**config.mk**
```make
export PLATFORM = sky130hd
export DESIGN_NAME = csr_unit
export DESIGN_NICKNAME = d
export VERILOG_FILES = /design/src/verilog/csr_pkg.sv /design/src/verilog/csr_write_if.sv /design/src/verilog/csr_unit.sv /design/src/verilog/csr_read_merge.sv /design/src/verilog/csr_trap_handling.sv /design/src/verilog/csr_trap_setup.sv
export VERILOG_INCLUDE_DIRS = /design/src /design/src/verilog
export SDC_FILE = /design/constraint.sdc
export NUM_CORES = 1
export LEC_CHECK = 0
export BUFFER_PORTS_ARGS = -buffer_cell sky130_fd_sc_hd__buf_2
export CORE_ASPECT_RATIO = 1.75
export CORE_UTILIZATION = 53
export DETAILED_ROUTE_END_ITERATION = 7
export PLACE_DENSITY = 0.82
export SLEW_MARGIN = 20
export SYNTH_ARGS = -nofsm -noshare
export SYNTH_HDL_FRONTEND = slang
export SYNTH_HIERARCHICAL = 1
export SYNTH_SLANG_ARGS = --single-unit
```
**constraint.sdc**
```tcl
create_clock -name clk -period 3 [get_ports clk]
set_clock_uncertainty 0.1 [all_clocks]
set_input_delay 0.3 -clock clk [delete_from_list [all_inputs] [get_ports clk]]
set_output_delay 0.3 -clock clk [all_outputs]
set_load 0.005 [all_outputs]
```
**src/verilog/csr_settings.svh**
```systemverilog
`ifndef CSR_SETTINGS_SVH
`define CSR_SETTINGS_SVH

// ---------------------------------------------------------------------------
// Data path
// ---------------------------------------------------------------------------

`define CSR_XLEN 32

// ---------------------------------------------------------------------------
// Machine information values, read only
// ---------------------------------------------------------------------------

`define CSR_MVENDORID 32'h0000_0000 // Non-commercial implementation.
`define CSR_MARCHID 32'h0000_0000
`define CSR_MIMPID 32'h0000_0001
`define CSR_MHARTID 32'h0000_0000 // Single hart.

// MXL = 1 (32 bit), extension I only.
`define CSR_MISA 32'h4000_0100

// ---------------------------------------------------------------------------
// Reset values
// ---------------------------------------------------------------------------

// Direct mode, so the low two bits stay zero.
`define CSR_MTVEC_RESET 32'h0000_0100

`endif
```
**src/verilog/csr_pkg.sv**
```systemverilog
`include "csr_settings.svh"

package csr_pkg;

    typedef logic [`CSR_XLEN-1:0] csr_word_t;

    // Machine mode CSR addresses.
    typedef enum logic [11:0] {
        csr_mvendorid  = 12'hf11,
        csr_marchid    = 12'hf12,
        csr_mimpid     = 12'hf13,
        csr_mhartid    = 12'hf14,
        csr_mstatus    = 12'h300,
        csr_misa       = 12'h301,
        csr_mie        = 12'h304,
        csr_mtvec      = 12'h305,
        csr_mcounteren = 12'h306,
        csr_mscratch   = 12'h340,
        csr_mepc       = 12'h341,
        csr_mcause     = 12'h342,
        csr_mtval      = 12'h343,
        csr_mip        = 12'h344
    } csr_addr_e;

    // Same encoding as the low bits of funct3 in CSRRW, CSRRS and CSRRC.
    typedef enum logic [1:0] {
        op_write = 2'b01,
        op_set   = 2'b10,
        op_clear = 2'b11
    } csr_op_e;

    localparam int mstatus_mie  = 3;
    localparam int mstatus_mpie = 7;

    localparam int irq_msi = 3; // Machine software interrupt.
    localparam int irq_mti = 7; // Machine timer interrupt.
    localparam int irq_mei = 11; // Machine external interrupt.

    // New register value for a software write.
    function automatic csr_word_t csr_update(csr_word_t old_value, csr_word_t operand,
                                             csr_op_e op);
        case (op)
            op_write: return operand;
            op_set:   return old_value | operand;
            op_clear: return old_value & ~operand;
            default:  return old_value; // Unused code, no change.
        endcase
    endfunction

endpackage

```
**src/verilog/csr_write_if.sv**
```systemverilog
interface csr_write_if
    import csr_pkg::*;
();

    csr_addr_e addr;
    csr_word_t wdata;
    csr_op_e   op;
    logic      we; // One write per rising edge while high.

    // Driven from the top level ports.
    modport source (
        output addr,
        output wdata,
        output op,
        output we
    );

    // Each bank picks out its own addresses.
    modport sink (
        input addr,
        input wdata,
        input op,
        input we
    );

endinterface

```
**src/verilog/csr_unit.sv**
```systemverilog
module csr_unit
    import csr_pkg::*;
(
    input  logic        clk,
    input  logic        rst_n,
    input  logic [11:0] raddr,
    input  logic [11:0] waddr,
    input  logic [31:0] wdata,
    input  logic [1:0]  wop,
    input  logic        we,
    input  logic        trap_take,
    input  logic [31:0] trap_pc,
    input  logic [31:0] trap_cause,
    input  logic [31:0] trap_val,
    input  logic        mret,
    input  logic        irq_software,
    input  logic        irq_timer,
    input  logic        irq_external,
    output logic [31:0] rdata,
    output logic        illegal,
    output logic        irq_pending,
    output logic [31:0] trap_vector,
    output logic [31:0] epc
);

    csr_addr_e rd_addr;
    logic      setup_hit;
    csr_word_t setup_rd;
    logic      handling_hit;
    csr_word_t handling_rd;
    csr_word_t mie_bits;
    csr_word_t mip_bits;
    logic      global_ie;

    // ------------------------------------------------------------------------
    // Software write bundle
    // ------------------------------------------------------------------------

    csr_write_if wr_bus ();

    assign wr_bus.addr = csr_addr_e'(waddr);
    assign wr_bus.wdata = csr_word_t'(wdata);
    assign wr_bus.op = csr_op_e'(wop);
    assign wr_bus.we = we;

    assign rd_addr = csr_addr_e'(raddr); // Unknown codes pass through.

    csr_trap_setup u_setup (
        .clk         (clk),
        .rst_n       (rst_n),
        .wr          (wr_bus.sink),
        .raddr       (rd_addr),
        .trap_take   (trap_take),
        .mret        (mret),
        .hit         (setup_hit),
        .rd          (setup_rd),
        .mie_bits    (mie_bits),
        .global_ie   (global_ie),
        .trap_vector (trap_vector)
    );

    csr_trap_handling u_handling (
        .clk          (clk),
        .rst_n        (rst_n),
        .wr           (wr_bus.sink),
        .raddr        (rd_addr),
        .trap_take    (trap_take),
        .trap_pc      (trap_pc),
        .trap_cause   (trap_cause),
        .trap_val     (trap_val),
        .irq_software (irq_software),
        .irq_timer    (irq_timer),
        .irq_external (irq_external),
        .hit          (handling_hit),
        .rd           (handling_rd),
        .mip_bits     (mip_bits),
        .epc          (epc)
    );

    csr_read_merge u_merge (
        .clk          (clk),
        .rst_n        (rst_n),
        .setup_hit    (setup_hit),
        .setup_rd     (setup_rd),
        .handling_hit (handling_hit),
        .handling_rd  (handling_rd),
        .mie_bits     (mie_bits),
        .mip_bits     (mip_bits),
        .global_ie    (global_ie),
        .rdata        (rdata),
        .illegal      (illegal),
        .irq_pending  (irq_pending)
    );

endmodule

```
**src/verilog/csr_read_merge.sv**
```systemverilog
module csr_read_merge
    import csr_pkg::*;
(
    input  logic      clk,
    input  logic      rst_n,
    input  logic      setup_hit,
    input  csr_word_t setup_rd,
    input  logic      handling_hit,
    input  csr_word_t handling_rd,
    input  csr_word_t mie_bits,
    input  csr_word_t mip_bits,
    input  logic      global_ie,
    output csr_word_t rdata,
    output logic      illegal,
    output logic      irq_pending
);

    csr_word_t rdata_next;
    logic      any_hit;
    logic      msi_pending;
    logic      mti_pending;
    logic      mei_pending;

    assign any_hit = setup_hit | handling_hit;

    always_comb begin
        if (setup_hit)
            rdata_next = setup_rd;
        else if (handling_hit)
            rdata_next = handling_rd;
        else
            rdata_next = '0; // Unknown address reads zero.
    end

    // ------------------------------------------------------------------------
    // Registered read result, one cycle after the address
    // ------------------------------------------------------------------------

    always_ff @(posedge clk or negedge rst_n) begin
        if (!rst_n) begin
            rdata <= '0;
            illegal <= 1'b0;
        end else begin
            rdata <= rdata_next;
            illegal <= !any_hit;
        end
    end

    // Pending level from registered mie, mip and mstatus.MIE.
    assign msi_pending = mie_bits[irq_msi] & mip_bits[irq_msi];
    assign mti_pending = mie_bits[irq_mti] & mip_bits[irq_mti];
    assign mei_pending = mie_bits[irq_mei] & mip_bits[irq_mei];

    assign irq_pending = global_ie & (msi_pending | mti_pending | mei_pending);

endmodule

```
**src/verilog/csr_trap_handling.sv**
```systemverilog
module csr_trap_handling
    import csr_pkg::*;
(
    input  logic      clk,
    input  logic      rst_n,
    csr_write_if.sink wr,
    input  csr_addr_e raddr,
    input  logic      trap_take,
    input  csr_word_t trap_pc,
    input  csr_word_t trap_cause,
    input  csr_word_t trap_val,
    input  logic      irq_software,
    input  logic      irq_timer,
    input  logic      irq_external,
    output logic      hit,
    output csr_word_t rd,
    output csr_word_t mip_bits,
    output csr_word_t epc
);

    // Instructions are word aligned, so mepc[1:0] is always zero.
    localparam csr_word_t pc_mask = ~csr_word_t'(3);

    csr_word_t mscratch_q;
    csr_word_t mepc_q;
    csr_word_t mcause_q;
    csr_word_t mtval_q;
    logic      msip_q;
    logic      mtip_q;
    logic      meip_q;

    logic sw_write;

    assign sw_write = wr.we && !trap_take;

    always_ff @(posedge clk or negedge rst_n) begin
        if (!rst_n) begin
            mscratch_q <= '0;
            mepc_q <= '0;
            mcause_q <= '0;
            mtval_q <= '0;
        end else begin
            if (wr.we && wr.addr == csr_mscratch)
                mscratch_q <= csr_update(mscratch_q, wr.wdata, wr.op);
            if (trap_take) begin
                mepc_q <= trap_pc & pc_mask;
                mcause_q <= trap_cause;
                mtval_q <= trap_val;
            end
            if (sw_write && wr.addr == csr_mepc)
                mepc_q <= csr_update(mepc_q, wr.wdata, wr.op) & pc_mask;
            if (sw_write && wr.addr == csr_mcause)
                mcause_q <= csr_update(mcause_q, wr.wdata, wr.op);
            if (sw_write && wr.addr == csr_mtval)
                mtval_q <= csr_update(mtval_q, wr.wdata, wr.op);
        end
    end

    // Interrupt lines, sampled every cycle.
    always_ff @(posedge clk or negedge rst_n) begin
        if (!rst_n) begin
            msip_q <= 1'b0;
            mtip_q <= 1'b0;
            meip_q <= 1'b0;
        end else begin
            msip_q <= irq_software;
            mtip_q <= irq_timer;
            meip_q <= irq_external;
        end
    end

    always_comb begin
        mip_bits = '0;
        mip_bits[irq_msi] = msip_q;
        mip_bits[irq_mti] = mtip_q;
        mip_bits[irq_mei] = meip_q;
    end

    always_comb begin
        hit = 1'b1;
        rd = '0;
        case (raddr)
            csr_mscratch: rd = mscratch_q;
            csr_mepc:     rd = mepc_q;
            csr_mcause:   rd = mcause_q;
            csr_mtval:    rd = mtval_q;
            csr_mip:      rd = mip_bits; // Writes to mip are ignored.
            default:      hit = 1'b0;
        endcase
    end

    assign epc = mepc_q;

endmodule

```
**src/verilog/csr_trap_setup.sv**
```systemverilog
`include "csr_settings.svh"

module csr_trap_setup
    import csr_pkg::*;
(
    input  logic      clk,
    input  logic      rst_n,
    csr_write_if.sink wr,
    input  csr_addr_e raddr,
    input  logic      trap_take,
    input  logic      mret,
    output logic      hit,
    output csr_word_t rd,
    output csr_word_t mie_bits,
    output logic      global_ie,
    output csr_word_t trap_vector
);

    localparam csr_word_t mie_mask = (csr_word_t'(1) << irq_msi) |
                                     (csr_word_t'(1) << irq_mti) |
                                     (csr_word_t'(1) << irq_mei);

    logic      mstatus_mie_q;
    logic      mstatus_mpie_q;
    csr_word_t mie_q;
    csr_word_t mtvec_q;
    csr_word_t mcounteren_q;

    csr_word_t mstatus_word;
    csr_word_t mstatus_next;
    csr_word_t wr_result;

    // Only MIE and MPIE exist, all other mstatus bits read as zero.
    always_comb begin
        mstatus_word = '0;
        mstatus_word[mstatus_mie] = mstatus_mie_q;
        mstatus_word[mstatus_mpie] = mstatus_mpie_q;
    end

    assign mstatus_next = csr_update(mstatus_word, wr.wdata, wr.op);

    // ------------------------------------------------------------------------
    // mstatus, trap entry over mret over software write
    // ------------------------------------------------------------------------

    always_ff @(posedge clk or negedge rst_n) begin
        if (!rst_n) begin
            mstatus_mie_q <= 1'b0;
            mstatus_mpie_q <= 1'b0;
        end else if (trap_take) begin
            mstatus_mpie_q <= mstatus_mie_q;
            mstatus_mie_q <= 1'b0;
        end else if (mret) begin
            mstatus_mie_q <= mstatus_mpie_q;
            mstatus_mpie_q <= 1'b1;
        end else if (wr.we && wr.addr == csr_mstatus) begin
            mstatus_mie_q <= mstatus_next[mstatus_mie];
            mstatus_mpie_q <= mstatus_next[mstatus_mpie];
        end
    end

    // ------------------------------------------------------------------------
    // mie, mtvec and mcounteren
    // ------------------------------------------------------------------------

    always_comb begin
        case (wr.addr)
            csr_mie:        wr_result = csr_update(mie_q, wr.wdata, wr.op) & mie_mask;
            csr_mtvec:      wr_result = csr_update(mtvec_q, wr.wdata, wr.op);
            csr_mcounteren: wr_result = csr_update(mcounteren_q, wr.wdata, wr.op);
            default:        wr_result = '0;
        endcase
    end

    always_ff @(posedge clk or negedge rst_n) begin
        if (!rst_n) begin
            mie_q <= '0;
            mtvec_q <= `CSR_MTVEC_RESET;
            mcounteren_q <= '0;
        end else if (wr.we) begin
            if (wr.addr == csr_mie) mie_q <= wr_result;
            if (wr.addr == csr_mtvec) mtvec_q <= wr_result;
            if (wr.addr == csr_mcounteren) mcounteren_q <= wr_result;
        end
    end

    // Read decode. Information registers and misa are constants.
    always_comb begin
        hit = 1'b1;
        rd = '0;
        case (raddr)
            csr_mvendorid:  rd = `CSR_MVENDORID;
            csr_marchid:    rd = `CSR_MARCHID;
            csr_mimpid:     rd = `CSR_MIMPID;
            csr_mhartid:    rd = `CSR_MHARTID;
            csr_mstatus:    rd = mstatus_word;
            csr_misa:       rd = `CSR_MISA;
            csr_mie:        rd = mie_q;
            csr_mtvec:      rd = mtvec_q;
            csr_mcounteren: rd = mcounteren_q;
            default:        hit = 1'b0;
        endcase
    end

    assign mie_bits = mie_q;
    assign global_ie = mstatus_mie_q;
    assign trap_vector = mtvec_q & ~csr_word_t'(3); // Direct mode only.

endmodule

```
# Yosys cells after proc, flatten, opt, wreduce, memory -nomap -nowiden
# Cells that the tools add are included.
totals:
  regBits: 262
  input_bits: 162
  wordCells: 118
op_classes:
  n_eq_ne: 28
  muxes: 27
  bitwise: 24
  reduce_logical: 24
ops:
  columns: ["cell", "n"]
  rows:
  - ["case mux 32 bit (3 select lines)", 6]
  - ["2-to-1 mux 32 bit", 8]
  - ["== test 12 x 10 -> 1 bit, second input constant", 18]
  - ["bitwise AND 32 bit", 6]
  - ["bitwise OR 32 bit", 6]
  - ["case mux 32 bit (6 select lines)", 1]
  - ["case mux 32 bit (5 select lines)", 1]
  - ["case mux 32 bit (2 select lines)", 1]
  - ["== test 12 bit, second input constant", 4]
  - ["case mux 12 bit (3 select lines)", 1]
  - ["inverter 32 bit", 1]
  - ["case mux 8 bit (3 select lines)", 1]
  - ["AND reduction 2 bit", 8]
  - ["bitwise AND 12 bit", 1]
  - ["!= test 4 bit, second input constant", 3]
  - ["bitwise OR 12 bit", 1]
  - ["OR reduction 9 bit", 1]
  - ["bitwise AND 8 bit", 1]
  - ["2-to-1 mux 1 bit", 8]
  - ["bitwise OR 8 bit", 1]
  - ["logical AND 1 bit", 6]
  - ["nonzero test 2 bit", 3]
  - ["nonzero test 3 bit", 2]
  - ["nonzero test 5 bit", 1]
  - ["6 further kinds", 13]

# Depth between registers and ports, before layout
depth:
  depth_word: 6
  depth_mapped: 9
  ltp_nobuf: 7

# By module
# The synthesis kept the hierarchy.
by_module_without_submodules:
  columns: ["module", "instances", "cells_per_inst", "area_per_inst_um2", "seq_area_each_um2"]
  rows:
  - ["csr_trap_handling", 1, 960, 8531.9, 3228.1]
  - ["csr_trap_setup", 1, 763, 6170.9, 2453.6]
  - ["csr_read_merge", 1, 78, 1204.9, 825.8]

# Worst setup path after synthesis
# OpenSTA, ideal clock, no wires.
synth_timing:
  kind: "input port to flip-flop"
  from: "input port wop[0]"
  to: "register u_handling.mtval_q[20]"
  setup_ns: 0.122
  arrival_ns: 1.873
  required_ns: 2.778
  path_slack_ns: 0.904
  cell_stages: 8
  path_buffers: 4
  path_cell_list: "ha_1 -> buf_2 -> buf_2 -> buf_2 -> nand3b_2 -> clkbuf_1 -> a22oi_1 -> nor2_1"
synth_between:
  elab_chain_cells: 3
  word_cells_on_any_way: 7
  cone_classes: "4 x eq/ne; 2 x mux; 1 x reduce/logical"
synth_lines:
  columns: ["element", "line", "source"]
  rows:
  - ["from (decl)", "csr_unit.sv:9", "input logic [1:0] wop,"]
  - ["== test 2 bit / == test 2 x 1 -> 1 bit (equally long branches)", "csr_pkg.sv:42", "case (op)"]
  - ["case mux 32 bit (3 select lines) / != test 4 bit (equally long branches)", null, null]
  - ["2-to-1 mux 32 bit / AND reduction 2 bit (equally long branches)", null, null]
  - ["to (signal assigned)", "csr_trap_handling.sv:48", "mtval_q <= trap_val;"]
  - ["to (signal assigned)", "csr_trap_handling.sv:55", "mtval_q <= csr_update(mtval_q, wr.wdata, wr.op);"]
  - ["to (decl)", "csr_trap_handling.sv:27", "csr_word_t mtval_q;"]
# Several ways; a longest one is shown, not always the timed one.
# A chain may end at the register's enable or synchronous reset.

# Final worst setup path
layout_timing:
  from: "register u_setup.mie_q[3] (netlist: u_setup/mie_bits[3])"
  to: "output port irq_pending"
layout_between:
  elab_chain_cells: 4
layout_lines:
  columns: ["element", "line", "source"]
  rows:
  - ["from (decl)", "csr_trap_setup.sv:25", "csr_word_t mie_q;"]
  - ["from (signal assigned)", "csr_trap_setup.sv:81", "if (wr.addr == csr_mie) mie_q <= wr_result;"]
  - ["bitwise AND 1 bit", "csr_read_merge.sv:50", "assign msi_pending = mie_bits[irq_msi] & mip_bits[irq_msi];"]
  - ["bitwise OR 1 bit (2 in a row)", "csr_read_merge.sv:54", "assign irq_pending = global_ie & (msi_pending | mti_pending | mei_pending);"]
  - ["bitwise AND 1 bit", "csr_read_merge.sv:54", null]
  - ["to (decl)", "csr_unit.sv:21", "output logic irq_pending,"]
# Every way passes these cells.

==> run metrics <==
f_max 0.4853 GHz; Power Total 8.074 mW; crit-path cells a222oi_1 -> nor2b_1 -> buf_2; endpoints failing setup 0; RSZ-0062 raised after global routing no; clk root buf clkbuf_16; # Post-CTS Setup Buffers 0; Max stage delay on crit path 0.44 ns; Critical Path AT 1.66 ns; Top Usage Layer GRT met2; Critical Path Sink Type output port; total die area 30,320 sq um; Initial Utilization 0.5377; failing checks design-rule violations, negative hold slack; Sink Count 260; Total Routed Length 57,560 um; final core utilization 0.6414; non-filler instance count after layout 2,422; post-route cell area 18,720 sq um; Clk pin slew, worst setup/hold paths 0.06 ns; Final Hold Vio Count 1; row count 83; Mapped Area 15,690 sq um; fin. max-slew vios 0; Cells after DPL 2,290; post-DP HPWL 37,030 um; H-tree depth 1; hold slack -0.001484 ns; Post-route DRC 5; grt met3 use 0.06574; Initial DRC Count 2,104; met2 usage 0.6078; nets 2,185; Hold Crit Class in -> reg; Tcrit/Tclk final 0.6869; CTS tree built; DIE HEIGHT 229.6 um; core area 29,180 sq um; IO Count 260; PD cells 431.4 nW/um^2; layout cell share with drive strength beyond 1 0.1974; vias 16,080; Worst Tran Pin Value 0.8650 ns; Pre-antenna DRT Iters 8; CTS buffer count 26; VDD IR max 0.4510 mV; Final GP Congestion 0.9497; average size of a mapped cell 8.854 sq um; TNS Setup 0 ns; worst endpoint required time 2.60 ns; max_cap viols 0; initial antenna violation count 3; kind of critical path reg -> out; Critical Path Source Type register; Tmin final 2.061 ns; pin count of the biggest net entering global routing 82; Lkg Pwr 8.643 nW; WL per Instance 23.76 um; outcome complete, but fails checks; post-cts sizing count 0; Placed Area 17,120 sq um; Slew HR 0.4233; Port-buffer cells 253; grt ovf 0; DIE WIDTH 132.1 um; clk buf depth 3; overall routing resource usage 0.3770; Final ANT Viol Nets 0; # fillers 2,303; Area Overhead vs Synth 19.29%; R2R Setup Slk 1.39 ns; vias in the first global route 16,000; Synth Instances 1,772; first-pass GRT wire length 88,220 um; largest fanout on the critical path 5; Worst path slowest cell dfrtp_1; clk_lat worst skew 0.56 ns; GRT met1 Usage 0.4465; Via density 6.640; Yosys warning count 6
critical path, delay by kind of cell (launching register included):
kind | cells | cell delay, ns
AOI/OAI and AO/OA | 1 | 0.39
and+or+nand+nor | 1 | 0.13
DFF | 1 | 0.44
buffers and inverters | 1 | 0.15
cell usage in the layout, fill, tap and decap left out, types with 14 or more instances in the layout:
cell type / instances
a22o_1: 33
a22oi_1: 62
inv_1: 105
o21a_1: 23
dfrtp_1: 259
mux4_2: 27
dlygate4sd3_1: 83
clkbuf_1: 15
nor2b_1: 38
a31oi_1: 29
a32oi_1: 20
nor2_1: 145
o22ai_1: 44
o21ai_1: 62
xnor2_1: 32
clkbuf_16: 27
nand2b_1: 55
and2_1: 32
nand2_1: 102
mux2i_1: 32
a2bb2oi_1: 14
o21ai_0: 88
buf_2: 252
a222oi_1: 28
nand4_1: 36
a21oi_1: 206
nand3_1: 36
buf_4: 50
metal layers:
| metal | part of all wire | wire (um) |
|---|---|---|
| met1 | 0.34 | 19700 |
| met2 | 0.48 | 27700 |
| met3 | 0.10 | 5798 |
| met4 | 0.076 | 4362 |
| met5 | 0 | 0 |
area by class of cell:
class,instances,area [sq um],share of cell area
Multi-Input combinational cell,1232,7925,0.4234
Sequential cell,260,6507,0.3477
Timing Repair Buffer,394,2643,0.1412
Clock buffer,43,745.7,0.03984
Tap cell,382,478.0,0.02554
Inverter,105,394.1,0.02106
Clock inverter,2,13.76,0.0007353
Antenna cell,4,10.01,0.0005348
where the power goes:
group / switching (mW) / leakage [nW] / internal, mW
combinational: 0.718 / 4.98 / 0.525
clock: 1.41 / 0.366 / 1.68
sequential: 0.104 / 3.30 / 3.64
worst paths after layout:
| check | start | to | cells past startpoint |
|---|---|---|---|
| min reg2reg | u_setup/mie_bits[24]$_DFFE_PN0P_ | u_setup/mie_bits[24]$_DFFE_PN0P_ | 1 |
| min in group asynchronous | rst_n | u_setup/mie_bits[21]$_DFFE_PN0P_ | 2 |
| max in group asynchronous | rst_n | u_handling/mcause_q[5]$_DFFE_PN0P_ | 3 |
| min | trap_val[9] | u_handling/mtval_q[9]$_DFFE_PN0P_ | 3 |
| max | u_setup/mie_bits[3]$_DFFE_PN0P_ | irq_pending | 3 |
| max reg2reg | u_handling/epc[10]$_DFFE_PN0P_ | u_merge/rdata[10]$_DFF_PN0_ | 3 |
what timing repair did:
action	CTS	global route
endpoints found under the hold margin	159	0
hold buffers	83	0
setup endpoints to repair	0	0
through the flow:
| stage | setup slack (ns) | hold WS, ns |
|---|---|---|
| 2_1_floorplan | 0.9045 | -0.09559 |
| 3_3_place_gp | 0.5764 | 0.2333 |
| 3_5_place_dp | 0.4787 | 0.2341 |
| 4_1_cts | 0.9377 | 0.001352 |
| 5_1_grt | 0.8681 | 0.02675 |
| 6_report | 0.9394 | -0.001484 |
state kept, by name, summed over array words and instances (netlist names):
signal / cells
u_handling/mcause_q: 32
u_handling/msip_q: 1
u_merge/illegal: 1
u_handling/mtval_q: 32
u_setup/mcounteren_q: 32
u_handling/meip_q: 1
u_handling/mscratch_q: 32
u_handling/mtip_q: 1
u_setup/global_ie: 1
u_merge/rdata: 32
u_setup/mstatus_mpie_q: 1
u_setup/mie_bits: 32
u_handling/epc: 30
u_setup/mtvec_q: 32
Power figures use the tool's default switching activity.
